<file path="src/mcu_settings.svh">
`ifndef MCU_SETTINGS_SVH
`define MCU_SETTINGS_SVH

// Stream and BRAM word width
`define MCU_DATA_WIDTH 16

// BRAM address width, 64 words by default
`define MCU_ADDR_WIDTH 6

// Iteration counter widths
`define MCU_INTER_WIDTH 8
`define MCU_INTRA_WIDTH 8

`endif

</file>
<file path="src/mcu_pkg.sv">
`include "mcu_settings.svh"

package mcu_pkg;

  // Global controller states, broadcast to the local reader
  typedef enum logic [2:0] {
    glo_idle,
    glo_start,
    glo_run,
    glo_end,
    glo_err
  } glo_state_t;

  // Job descriptor
  // addr_max has one extra bit so a sweep of the whole memory fits
  typedef struct packed {
    logic [`MCU_ADDR_WIDTH:0]    addr_max;
    logic [`MCU_INTER_WIDTH-1:0] inter_max;
    logic [`MCU_INTRA_WIDTH-1:0] intra_max;
  } mcu_job_t;

  // One stream beat
  typedef struct packed {
    logic [`MCU_DATA_WIDTH-1:0] data;
    logic                       last;
  } mcu_beat_t;

endpackage

</file>
<file path="src/mcu_global_fsm.sv">
`timescale 1ns/100ps

module mcu_global_fsm import mcu_pkg::*; (
  input  logic       clk,
  input  logic       rst,
  input  logic       job_valid,
  input  mcu_job_t   job,
  output logic       job_ready,
  output mcu_job_t   cur_job,
  output glo_state_t glo_state,
  input  logic       done,
  input  logic       fault,
  output logic       busy,
  output logic       job_done,
  output logic       error
);

  glo_state_t state_next;
  logic       accept;

  assign accept = job_valid && job_ready;

  always_comb begin
    state_next = glo_state;
    case (glo_state)
      glo_idle: begin
        if (accept) begin
          state_next = glo_start;
        end
      end
      glo_start: begin
        state_next = glo_run;
      end
      glo_run: begin
        // A refused descriptor wins over completion
        if (fault) begin
          state_next = glo_err;
        end else if (done) begin
          state_next = glo_end;
        end
      end
      glo_end, glo_err: begin
        state_next = glo_idle;
      end
      default: begin
        state_next = glo_idle;
      end
    endcase
  end

  // Outputs are registered from the next state so they stay low in reset
  always_ff @(posedge clk) begin
    if (rst) begin
      glo_state <= glo_idle;
      job_ready <= 1'b0;
      busy      <= 1'b0;
      job_done  <= 1'b0;
      error     <= 1'b0;
    end else begin
      glo_state <= state_next;
      job_ready <= (state_next == glo_idle);
      busy      <= (state_next == glo_start) || (state_next == glo_run);
      job_done  <= (state_next == glo_end);
      error     <= (state_next == glo_err);
    end
  end

  // Descriptor held for the local reader
  always_ff @(posedge clk) begin
    if (accept) begin
      cur_job <= job;
    end
  end

endmodule

</file>
<file path="src/mcu_local_bram_fsm.sv">
`timescale 1ns/100ps
`include "mcu_settings.svh"

module mcu_local_bram_fsm import mcu_pkg::*; (
  input  logic                       clk,
  input  logic                       rst,
  input  glo_state_t                 glo_state,
  input  mcu_job_t                   job,
  output logic                       rd_en,
  output logic [`MCU_ADDR_WIDTH-1:0] rd_addr,
  input  logic [`MCU_DATA_WIDTH-1:0] rd_data,
  input  logic                       rd_ack,
  output mcu_beat_t                  in_beat,
  output logic                       in_valid,
  input  logic                       in_ready,
  input  mcu_beat_t                  head_beat,
  input  logic                       out_valid,
  input  logic                       out_ready,
  output mcu_beat_t                  out_beat,
  output logic                       pop,
  output logic                       done,
  output logic                       fault
);

  localparam logic [1:0] loc_check   = 2'd0;
  localparam logic [1:0] loc_operate = 2'd1;
  localparam logic [1:0] loc_end     = 2'd2;

  logic [1:0]                  loc_state;
  logic [`MCU_ADDR_WIDTH-1:0]  addr_cnt;
  logic [`MCU_INTER_WIDTH-1:0] inter_cnt;
  logic [`MCU_INTRA_WIDTH-1:0] intra_cnt;
  // Words requested from the BRAM and not yet popped from the buffer
  logic [1:0]                  slots;
  logic                        last_q;
  logic                        last_addr;
  logic                        last_inter;
  logic                        bad_job;
  logic                        xfer;
  logic                        final_rep;

  assign bad_job    = (job.addr_max == '0) || (job.inter_max == '0) || (job.intra_max == '0);
  assign last_addr  = ({1'b0, addr_cnt} == job.addr_max - 1'b1);
  assign last_inter = (inter_cnt == job.inter_max - 1'b1);

  // Two slots in total, a pop this cycle frees one
  assign rd_en   = (loc_state == loc_operate) && ((slots != 2'd2) || pop) && in_ready;
  assign rd_addr = addr_cnt;

  // Read data goes straight into the buffer
  assign in_beat  = '{data: rd_data, last: last_q};
  assign in_valid = rd_ack;

  // Repeat counting on the output side
  assign xfer      = out_valid && out_ready;
  assign final_rep = (intra_cnt == job.intra_max - 1'b1);
  assign pop       = xfer && final_rep;
  assign done      = pop && head_beat.last;

  // last only on the final repeat of the tagged word
  assign out_beat = '{data: head_beat.data, last: head_beat.last && final_rep};

  always_ff @(posedge clk) begin
    if (rst) begin
      loc_state <= loc_check;
      addr_cnt  <= '0;
      inter_cnt <= '0;
      intra_cnt <= '0;
      slots     <= '0;
      last_q    <= 1'b0;
      fault     <= 1'b0;
    end else begin
      fault  <= 1'b0;
      last_q <= rd_en && last_addr && last_inter;
      slots  <= slots + {1'b0, rd_en} - {1'b0, pop};

      if (xfer) begin
        intra_cnt <= final_rep ? '0 : intra_cnt + 1'b1;
      end

      case (loc_state)
        loc_check: begin
          addr_cnt  <= '0;
          inter_cnt <= '0;
          if (glo_state == glo_start) begin
            if (bad_job) begin
              fault <= 1'b1;
            end else begin
              loc_state <= loc_operate;
            end
          end
        end
        loc_operate: begin
          if (rd_en) begin
            if (last_addr) begin
              addr_cnt <= '0;
              // Final read of the job issued, wait for it to drain
              if (last_inter) begin
                loc_state <= loc_end;
              end else begin
                inter_cnt <= inter_cnt + 1'b1;
              end
            end else begin
              addr_cnt <= addr_cnt + 1'b1;
            end
          end
        end
        loc_end: begin
          if (done) begin
            loc_state <= loc_check;
          end
        end
        default: begin
          loc_state <= loc_check;
        end
      endcase
    end
  end

endmodule

</file>
<file path="src/axis_skid_buffer.sv">
`timescale 1ns/100ps

module axis_skid_buffer import mcu_pkg::*; (
  input  logic      clk,
  input  logic      rst,
  input  mcu_beat_t s_beat,
  input  logic      s_valid,
  output logic      s_ready,
  output mcu_beat_t m_beat,
  output logic      m_valid,
  input  logic      m_pop
);

  logic [1:0] count;
  mcu_beat_t  head_q;
  mcu_beat_t  tail_q;
  logic       push;
  logic       pop;
  // Slot the incoming beat lands in after this cycle's pop
  logic [1:0] wr_slot;

  // Empty buffer passes the input straight through
  assign m_valid = (count != 2'd0) || s_valid;
  assign m_beat  = (count == 2'd0) ? s_beat : head_q;
  assign s_ready = (count != 2'd2) || m_pop;

  assign push    = s_valid && s_ready;
  assign pop     = m_pop && m_valid;
  assign wr_slot = count - {1'b0, pop};

  always_ff @(posedge clk) begin
    if (rst) begin
      count <= '0;
    end else begin
      count <= count + {1'b0, push} - {1'b0, pop};
    end
  end

  always_ff @(posedge clk) begin
    if (pop) begin
      head_q <= tail_q;
    end
    if (push && (wr_slot == 2'd0)) begin
      head_q <= s_beat;
    end
    if (push && (wr_slot == 2'd1)) begin
      tail_q <= s_beat;
    end
  end

endmodule

</file>
<file path="src/data_bram.sv">
`timescale 1ns/100ps
`include "mcu_settings.svh"

module data_bram (
  input  logic                       clk,
  input  logic                       wr_en,
  input  logic [`MCU_ADDR_WIDTH-1:0] wr_addr,
  input  logic [`MCU_DATA_WIDTH-1:0] wr_data,
  input  logic                       rd_en,
  input  logic [`MCU_ADDR_WIDTH-1:0] rd_addr,
  output logic [`MCU_DATA_WIDTH-1:0] rd_data,
  output logic                       rd_ack
);

  localparam int mem_depth = 1 << `MCU_ADDR_WIDTH;

  logic [`MCU_DATA_WIDTH-1:0] mem [mem_depth];

  // Load port, used from outside only
  always_ff @(posedge clk) begin
    if (wr_en) begin
      mem[wr_addr] <= wr_data;
    end
  end

  // Registered read, ack follows rd_en by one cycle
  always_ff @(posedge clk) begin
    if (rd_en) begin
      rd_data <= mem[rd_addr];
    end
    rd_ack <= rd_en;
  end

endmodule

</file>
<file path="src/mcu_stream_top.sv">
`timescale 1ns/100ps
`include "mcu_settings.svh"

module mcu_stream_top import mcu_pkg::*; (
  input  logic                       clk,
  input  logic                       rst,
  input  logic                       wr_en,
  input  logic [`MCU_ADDR_WIDTH-1:0] wr_addr,
  input  logic [`MCU_DATA_WIDTH-1:0] wr_data,
  input  logic                       job_valid,
  input  mcu_job_t                   job,
  output logic                       job_ready,
  output mcu_beat_t                  out_beat,
  output logic                       out_valid,
  input  logic                       out_ready,
  output logic                       busy,
  output logic                       job_done,
  output logic                       error
);

  mcu_job_t                   cur_job;
  glo_state_t                 glo_state;
  logic                       done;
  logic                       fault;
  logic                       rd_en;
  logic [`MCU_ADDR_WIDTH-1:0] rd_addr;
  logic [`MCU_DATA_WIDTH-1:0] rd_data;
  logic                       rd_ack;
  mcu_beat_t                  push_beat;
  logic                       push_valid;
  logic                       push_ready;
  mcu_beat_t                  head_beat;
  logic                       pop;

  mcu_global_fsm mcu_global_fsm_i (
    .clk       (clk),
    .rst       (rst),
    .job_valid (job_valid),
    .job       (job),
    .job_ready (job_ready),
    .cur_job   (cur_job),
    .glo_state (glo_state),
    .done      (done),
    .fault     (fault),
    .busy      (busy),
    .job_done  (job_done),
    .error     (error)
  );

  mcu_local_bram_fsm mcu_local_bram_fsm_i (
    .clk       (clk),
    .rst       (rst),
    .glo_state (glo_state),
    .job       (cur_job),
    .rd_en     (rd_en),
    .rd_addr   (rd_addr),
    .rd_data   (rd_data),
    .rd_ack    (rd_ack),
    .in_beat   (push_beat),
    .in_valid  (push_valid),
    .in_ready  (push_ready),
    .head_beat (head_beat),
    .out_valid (out_valid),
    .out_ready (out_ready),
    .out_beat  (out_beat),
    .pop       (pop),
    .done      (done),
    .fault     (fault)
  );

  // Head word stays put until the reader pops it
  axis_skid_buffer axis_skid_buffer_i (
    .clk     (clk),
    .rst     (rst),
    .s_beat  (push_beat),
    .s_valid (push_valid),
    .s_ready (push_ready),
    .m_beat  (head_beat),
    .m_valid (out_valid),
    .m_pop   (pop)
  );

  data_bram data_bram_i (
    .clk     (clk),
    .wr_en   (wr_en),
    .wr_addr (wr_addr),
    .wr_data (wr_data),
    .rd_en   (rd_en),
    .rd_addr (rd_addr),
    .rd_data (rd_data),
    .rd_ack  (rd_ack)
  );

endmodule

</file>
<file path="config.mk">
export PLATFORM = sky130hd
export DESIGN_NAME = mcu_stream_top
export DESIGN_NICKNAME = d
export VERILOG_FILES = /design/src/mcu_pkg.sv /design/src/mcu_global_fsm.sv /design/src/mcu_local_bram_fsm.sv /design/src/axis_skid_buffer.sv /design/src/data_bram.sv /design/src/mcu_stream_top.sv
export VERILOG_INCLUDE_DIRS = /design/src
export SDC_FILE = /design/constraint.sdc
export NUM_CORES = 1
export LEC_CHECK = 0
export BUFFER_PORTS_ARGS = -buffer_cell sky130_fd_sc_hd__buf_2
export CORE_MARGIN = 3
export CORE_UTILIZATION = 45
export DETAILED_ROUTE_END_ITERATION = 16
export MAX_ROUTING_LAYER = met4
export PLACE_DENSITY = 0.67
export SLEW_MARGIN = 20
export SYNTH_ARGS = -nofsm -noshare
export SYNTH_HDL_FRONTEND = slang
export SYNTH_SLANG_ARGS = --single-unit
export TNS_END_PERCENT = 5
</file>
<file path="constraint.sdc">
create_clock -name clk -period 6 [get_ports clk]
set_input_delay 1.5 -clock clk [delete_from_list [all_inputs] [get_ports clk]]
set_output_delay 1.5 -clock clk [all_outputs]
set_load 0.03 [all_outputs]
</file>
==> metrics.txt, run 1 <==
status completed; share of cells above drive strength 1 31.9%; # H-tree levels 3; top-area cell type share of the netlist area 74.4%; Layout area overhead 13.1%; maxcap violations 0; Routed WL 97,500 µm; register area share after synthesis 76.1%; top cells by instance count after synthesis edfxtp_1 (1,097), mux4_2 (336), nor2_1 (84), clkbuf_1 (67), dfxtp_1 (38); fin crit share 72.5%; peak supply drop 0.000202 V; Worst-path clk slew 0.06 ns; pwr dens 316 nW/µm²; TritonCTS Buffers 110; port bufs 71; overall power 15,800 µW; biggest area consumer among synthesized cells edfxtp_1; Syn Nets 2,033; CP Data Required Time 4.50 ns; Overflow after GRT 0; Die W 320 µm; Hold Path Class flop to flop; Tot GR Track Use 20.0%; Skew-Pair Late Insertion Delay 0.68 ns; post-CTS sizing 0; Starting DRT DRC Count 2,444; final setup vio count 0; CP max FO 7; top-count cell post-synth edfxtp_1; io pins 72; setup bufs post-CTS 0; Cell Area, Synth 44,300 µm²; critical path's slowest cell nor3_1; Slew Viols, Final 0; Core Rows 114; Post-synth EDFFs 1,097; min cycle time layout 4.35 ns; Cells after Synth 1,971; filler instances 7,411; Slew HR 28.3%; Tightest Pin Transition 1.07 ns; Synth async-reset ratio 0%; grt peak-use layer met2; core area 97,100 µm²; setup TNS 0 ns; drt pass-1 iters 5; CTS max path bufs 3; Post-CTS Hold Buffers 0; GR Util met3 3.96%; Final ANT Viol Nets 0; count of final hold-check violations 0; vias in the first global route 21,400; Syn Area/Cell 22.5 µm²; largest net degree at the start of global routing 72; CTS tree done; RSZ-0062 raised after global routing no; Initial Util 45.6%; clock root cell clkbuf_16; antenna violations before repair 11; Post-synth top flop edfxtp_1; Cell variety after synth 65; endpoint type of the worst setup path primary output; Vias/cell 5.91; yosys warns 0; fmax 230 MHz; clk_skew 0.0216 ns; clk sinks 1,135; CP peak stage delay 0.58 ns; critical-path cell list nor3_1, nand4_1, a21o_1, a211oi_1, buf_2; post-synthesis register bit count 1,135; die area 102,000 µm²; CP Data Arrival Time 2.85 ns; startpoint types flop; first-pass GRT wire length 145,000 µm; Leak 0.0152 µW; Chip Height 320 µm; M2 GR Usage 31.6%; DP HPWL 54,700 µm; met1 usage 27.2%; GPL Wtd Cong 0.816; Nets 2,196; Vias 20,700; DR DRC count 0; crit path kind flop to primary output; Routed WL per cell 27.8 µm; ranking of synthesized cells by area edfxtp_1 (74%), mux4_2 (17%), dfxtp_1 (1.7%), mux2_2 (0.86%), nor2_1 (0.71%); post-route core utilization 51.5%
[through the flow]
| stage | area (µm²) | hold slack [ns] | setup WS [ns] | std cells |
|---|---|---|---|---|
| floorplan | 44300 | 0.419 | 2.05 | 1971 |
| global placement | 46600 | 0.442 | 1.98 | 3298 |
| detailed placement | 46600 | 0.460 | 1.86 | 3298 |
| CTS | 50000 | 0.469 | 1.62 | 3499 |
| global route | 50100 | 0.486 | 1.44 | 3507 |
| finish | 50100 | 0.469 | 1.65 | 3508 |
[worst max-delay path, delay by kind of cell, from the launching register on]
kind                   cells  cell delay [ns]
buffers and inverters      1             0.28
AOI/OAI and AO/OA          2             0.66
and+or+nand+nor            2             0.75
DFF                        1             0.48
[report_power, final]
| part | internal, µW | switching, µW |
|---|---|---|
| clock network | 3730 | 2840 |
| registers | 8760 | 33.2 |
| logic | 162 | 296 |
| total | 12700 | 3170 |
[cells in the final DEF (no fill, tap or decap), drive strengths merged, types with 4 or more instances in the layout]
cell,count
a211oi,5
a21oi,19
and3,6
buf,149
bufinv,7
clkbuf,135
clkinv,55
dfxtp,38
diode,9
edfxtp,1097
ha,12
inv,20
mux2,34
mux4,336
nand2,26
nand2b,8
nand3,20
nand3b,6
nand4,11
nor2,84
nor2b,7
nor3,21
nor4,4
o21ai,8
o31ai,6
or2,6
or3,9
or4,9
xnor2,21
xor2,14
[flip-flops by register name, summed over array words and instances (netlist names), 3 cells and up]
name                            cells
mcu_local_bram_fsm_i.rd_addr        6
data_bram_i.mem                  1024
mcu_local_bram_fsm_i.inter_cnt      8
axis_skid_buffer_i.tail_q          17
mcu_global_fsm_i.glo_state          3
mcu_local_bram_fsm_i.intra_cnt      8
mcu_global_fsm_i.cur_job           23
axis_skid_buffer_i.head_q          17
data_bram_i.rd_data                16
[final timing paths]
path,start,to,slack (ns),depth (start not counted)
min reg2reg,mcu_global_fsm_i.glo_state[1],mcu_global_fsm_i.glo_state[2],0.47,2
min,mcu_global_fsm_i.glo_state[1],mcu_global_fsm_i.glo_state[2],0.47,2
max reg2reg,mcu_global_fsm_i.cur_job[0],axis_skid_buffer_i.head_q[10],2.30,10
max,mcu_global_fsm_i.cur_job[2],out_beat[0],1.65,5
[per-layer routing]
layer	vias to the layer above	part of all wire [%]
li1	8687	-
met1	11000	40
met2	904	50
met3	147	8.3
met4	0	2.1
met5	-	0
[cell families after synthesis]
group	after synthesis	synth area share (%)
simple gates	234	2.69
xor+xnor	35	0.693
mux	372	18.0
compound gates	66	1.10
fa+ha+maj	12	0.339
buf+inv	117	1.03
flops	1135	76.1
[area by class of cell]
class	instances	area, µm²	area share (%)
sequential	1135	33700	67.3
clock buffer	135	2910	5.81
inverter	19	71.3	0.142
timing repair buffer	149	1070	2.14
multi-input combinational	719	10200	20.3
clock inverter	66	514	1.03
antenna	9	22.5	0.0450
tap	1276	1600	3.19
Power figures use the tool's default switching activity.
==> run 2: changes to the inputs <==
--- a/config.mk
+++ b/config.mk
@@ -11,7 +11,7 @@
 export CORE_UTILIZATION = 45
 export DETAILED_ROUTE_END_ITERATION = 16
 export MAX_ROUTING_LAYER = met4
-export PLACE_DENSITY = 0.67
+export PLACE_DENSITY = 0.7
 export SLEW_MARGIN = 20
 export SYNTH_ARGS = -nofsm -noshare
 export SYNTH_HDL_FRONTEND = slang
==> constraint.sdc (replaced) <==
create_clock -name clk -period 3.5 [get_ports clk]
set_input_delay 0.875 -clock clk [delete_from_list [all_inputs] [get_ports clk]]
set_output_delay 0.875 -clock clk [all_outputs]
set_load 0.03 [all_outputs]
==> metrics.txt, run 2 (synthesized netlist as in run 1, its figures left out) <==
status completed (unchanged); R2R Path Start mcu_global_fsm_i.cur_job[3] (was mcu_global_fsm_i.cur_job[0]); R2R depth 10 (unchanged); Hold Path Origin job[21] (was mcu_global_fsm_i.glo_state[1]); share of cells above drive strength 1 34.1% (was 31.9%); Finished Cell Area 51,000 µm² (was 50,100 µm²); max FFs per register 1,024 (unchanged); sequential power share 53.6% (was 55.6%); CP Depth 5 (unchanged); maxcap violations 0 (unchanged); DR DRC count 0 (unchanged); min cycle time layout 3.44 ns; Starting DRT DRC Count 2,388 (was 2,444); Routed WL 97,700 µm (was 97,500 µm); clk sinks 1,135 (unchanged); Skew-Pair Late Insertion Delay 0.70 ns (was 0.68 ns); Chip Height 320 µm (unchanged); most frequent cells in the layout edfxtp_1 (1,097), mux4_2 (336), clkbuf_16 (112) (was edfxtp_1 (1,097), mux4_2 (336), clkbuf_16 (113)); CP Data Required Time 2.62 ns (was 4.50 ns); pwr dens 551 nW/µm² (was 316 nW/µm²); startpoint types flop (unchanged); Vias/cell 5.93 (was 5.91); drt pass-1 iters 5 (unchanged); clk_skew 0.0409 ns (was 0.0216 ns); GPL Wtd Cong 0.865 (was 0.816); io pins 72 (unchanged); peak supply drop 0.000354 V (was 0.000202 V); Biggest register data_bram_i.mem (unchanged); Initial Util 45.6% (unchanged); fin worst setup slack 0.0598 ns (was 1.65 ns); DP HPWL 59,300 µm (was 54,700 µm); Post-CTS Hold Buffers 0 (unchanged); Leak 0.0156 µW (was 0.0152 µW); placement-stage cell area 47,100 µm² (was 46,600 µm²); Slew HR 34.3% (was 28.3%); filler instances 7,226 (was 7,411); core area 97,100 µm² (unchanged); # H-tree levels 3 (unchanged); Top delay family on crit path compound AO/OA/AOI/OAI gates (was simple AND/OR/NAND/NOR gates); power share of the combinational group 3.0% (was 2.9%); WHS 0.359 ns (was 0.469 ns); Slew Viols, Final 0 (unchanged); TritonCTS Buffers 110 (unchanged); critical-path cell list or3_1, o21ai_2, a41oi_2, a211oi_4, buf_6 (was nor3_1, nand4_1, a21o_1, a211oi_1, buf_2); crit path kind flop to primary output (unchanged); clock root cell clkbuf_16 (unchanged); Sw Ratio 20.1% (was 20.0%); largest registers data_bram_i.mem x1024, mcu_global_fsm_i.cur_job x23 (unchanged); critical path's slowest cell or3_1 (was nor3_1); Hold Path Class input port to flop (was flop to flop); Clock Power Share 43.4% (was 41.5%); setup TNS 0 ns (unchanged); Vias 21,100 (was 20,700); CTS tree done (unchanged); Overflow after GRT 0 (unchanged); count of final hold-check violations 0 (unchanged); Worst-path clk slew 0.06 ns (about the same); fin crit share 98.3%; largest net degree at the start of global routing 69 (was 72); Core Rows 114 (unchanged); crit path from mcu_global_fsm_i.cur_job[3] (was mcu_global_fsm_i.cur_job[2]); P_int 22,500 µW (was 12,700 µW); worst hold stages 1 (was 2); P_sw 5650 µW (was 3170 µW); Routed WL per cell 27.4 µm (was 27.8 µm); endpoint type of the worst setup path primary output (unchanged); Layout area overhead 15.2% (was 13.1%); final setup vio count 0 (unchanged); most common cell after layout, fill and taps aside edfxtp_1 (unchanged); Nets 2,248 (was 2,196); Final ANT Viol Nets 0 (unchanged); port bufs 71 (unchanged); die area 102,000 µm² (unchanged); CTS max path bufs 3 (unchanged); CP peak stage delay 0.48 ns (was 0.58 ns); pre-CTS setup slack 0.207 ns (was 1.86 ns); CP bufs+invs 1 (unchanged); CP Data Arrival Time 2.57 ns (was 2.85 ns); vias in the first global route 21,500 (was 21,400); CP max FO 5 (was 7); Tot GR Track Use 20.0% (about the same); Tightest Pin Transition 0.985 ns (was 1.07 ns); first-pass GRT wire length 146,000 µm (was 145,000 µm); Die W 320 µm (unchanged); fmax 291 MHz; antenna violations before repair 10 (was 11)
-- run 2: power by group through the flow --
stage | sequential (µW) | clock, µW | combinational [µW]
2_1_floorplan | 15300 | 0 | 423
3_3_place_gp | 15400 | 0 | 804
3_5_place_dp | 15400 | 0 | 839
4_1_cts | 15100 | 12400 | 847
5_1_grt | 15100 | 13000 | 910
6_report | 15100 | 12200 | 846
-- run 2: worst paths after layout --
| kind | to | slack, ns |
|---|---|---|
| max | out_beat[0] | 0.06 |
| min | mcu_global_fsm_i.cur_job[21] | 0.36 |
| min reg2reg | axis_skid_buffer_i.tail_q[0] | 0.47 |
| max reg2reg | axis_skid_buffer_i.head_q[8] | 0.20 |
-- run 2: layout make-up --
class	count	area (µm²)	area share [%]
Antenna cell	5	12.5	0.0245
Clock buffer	133	2910	5.71
Clock inverter	73	866	1.70
Inverter	19	71.3	0.140
Multi-Input combinational cell	719	10200	20.0
Sequential cell	1135	33700	66.1
Tap cell	1276	1600	3.13
Timing Repair Buffer	201	1620	3.17
-- run 2: layer usage --
layer	vias to the layer above	share of wire (%)	GRT usage, %
met5	-	0	-
met4	0	2.2	5.33
li1	8792	-	-
met3	149	8.5	3.92
met2	969	48	30.8
met1	11200	41	27.6
-- run 2: stage by stage --
step | utilization (%) | power [µW] | cells
floorplan | - | 15800 | 1971
global placement | 48.5 | 16200 | 3342
detailed placement | 48.5 | 16200 | 3342
CTS | 52.4 | 28300 | 3551
global route | 52.5 | 28900 | 3561
finish | 52.5 | 28100 | 3561
-- run 2: timing repair --
item | in CTS | in global routing
endpoints found under the setup margin | 1 | 1
gates resized for setup | 8 | 8
buffers inserted | 3 | 6
endpoints found under the hold margin | 0 | 0
pin swaps | 2 | 3
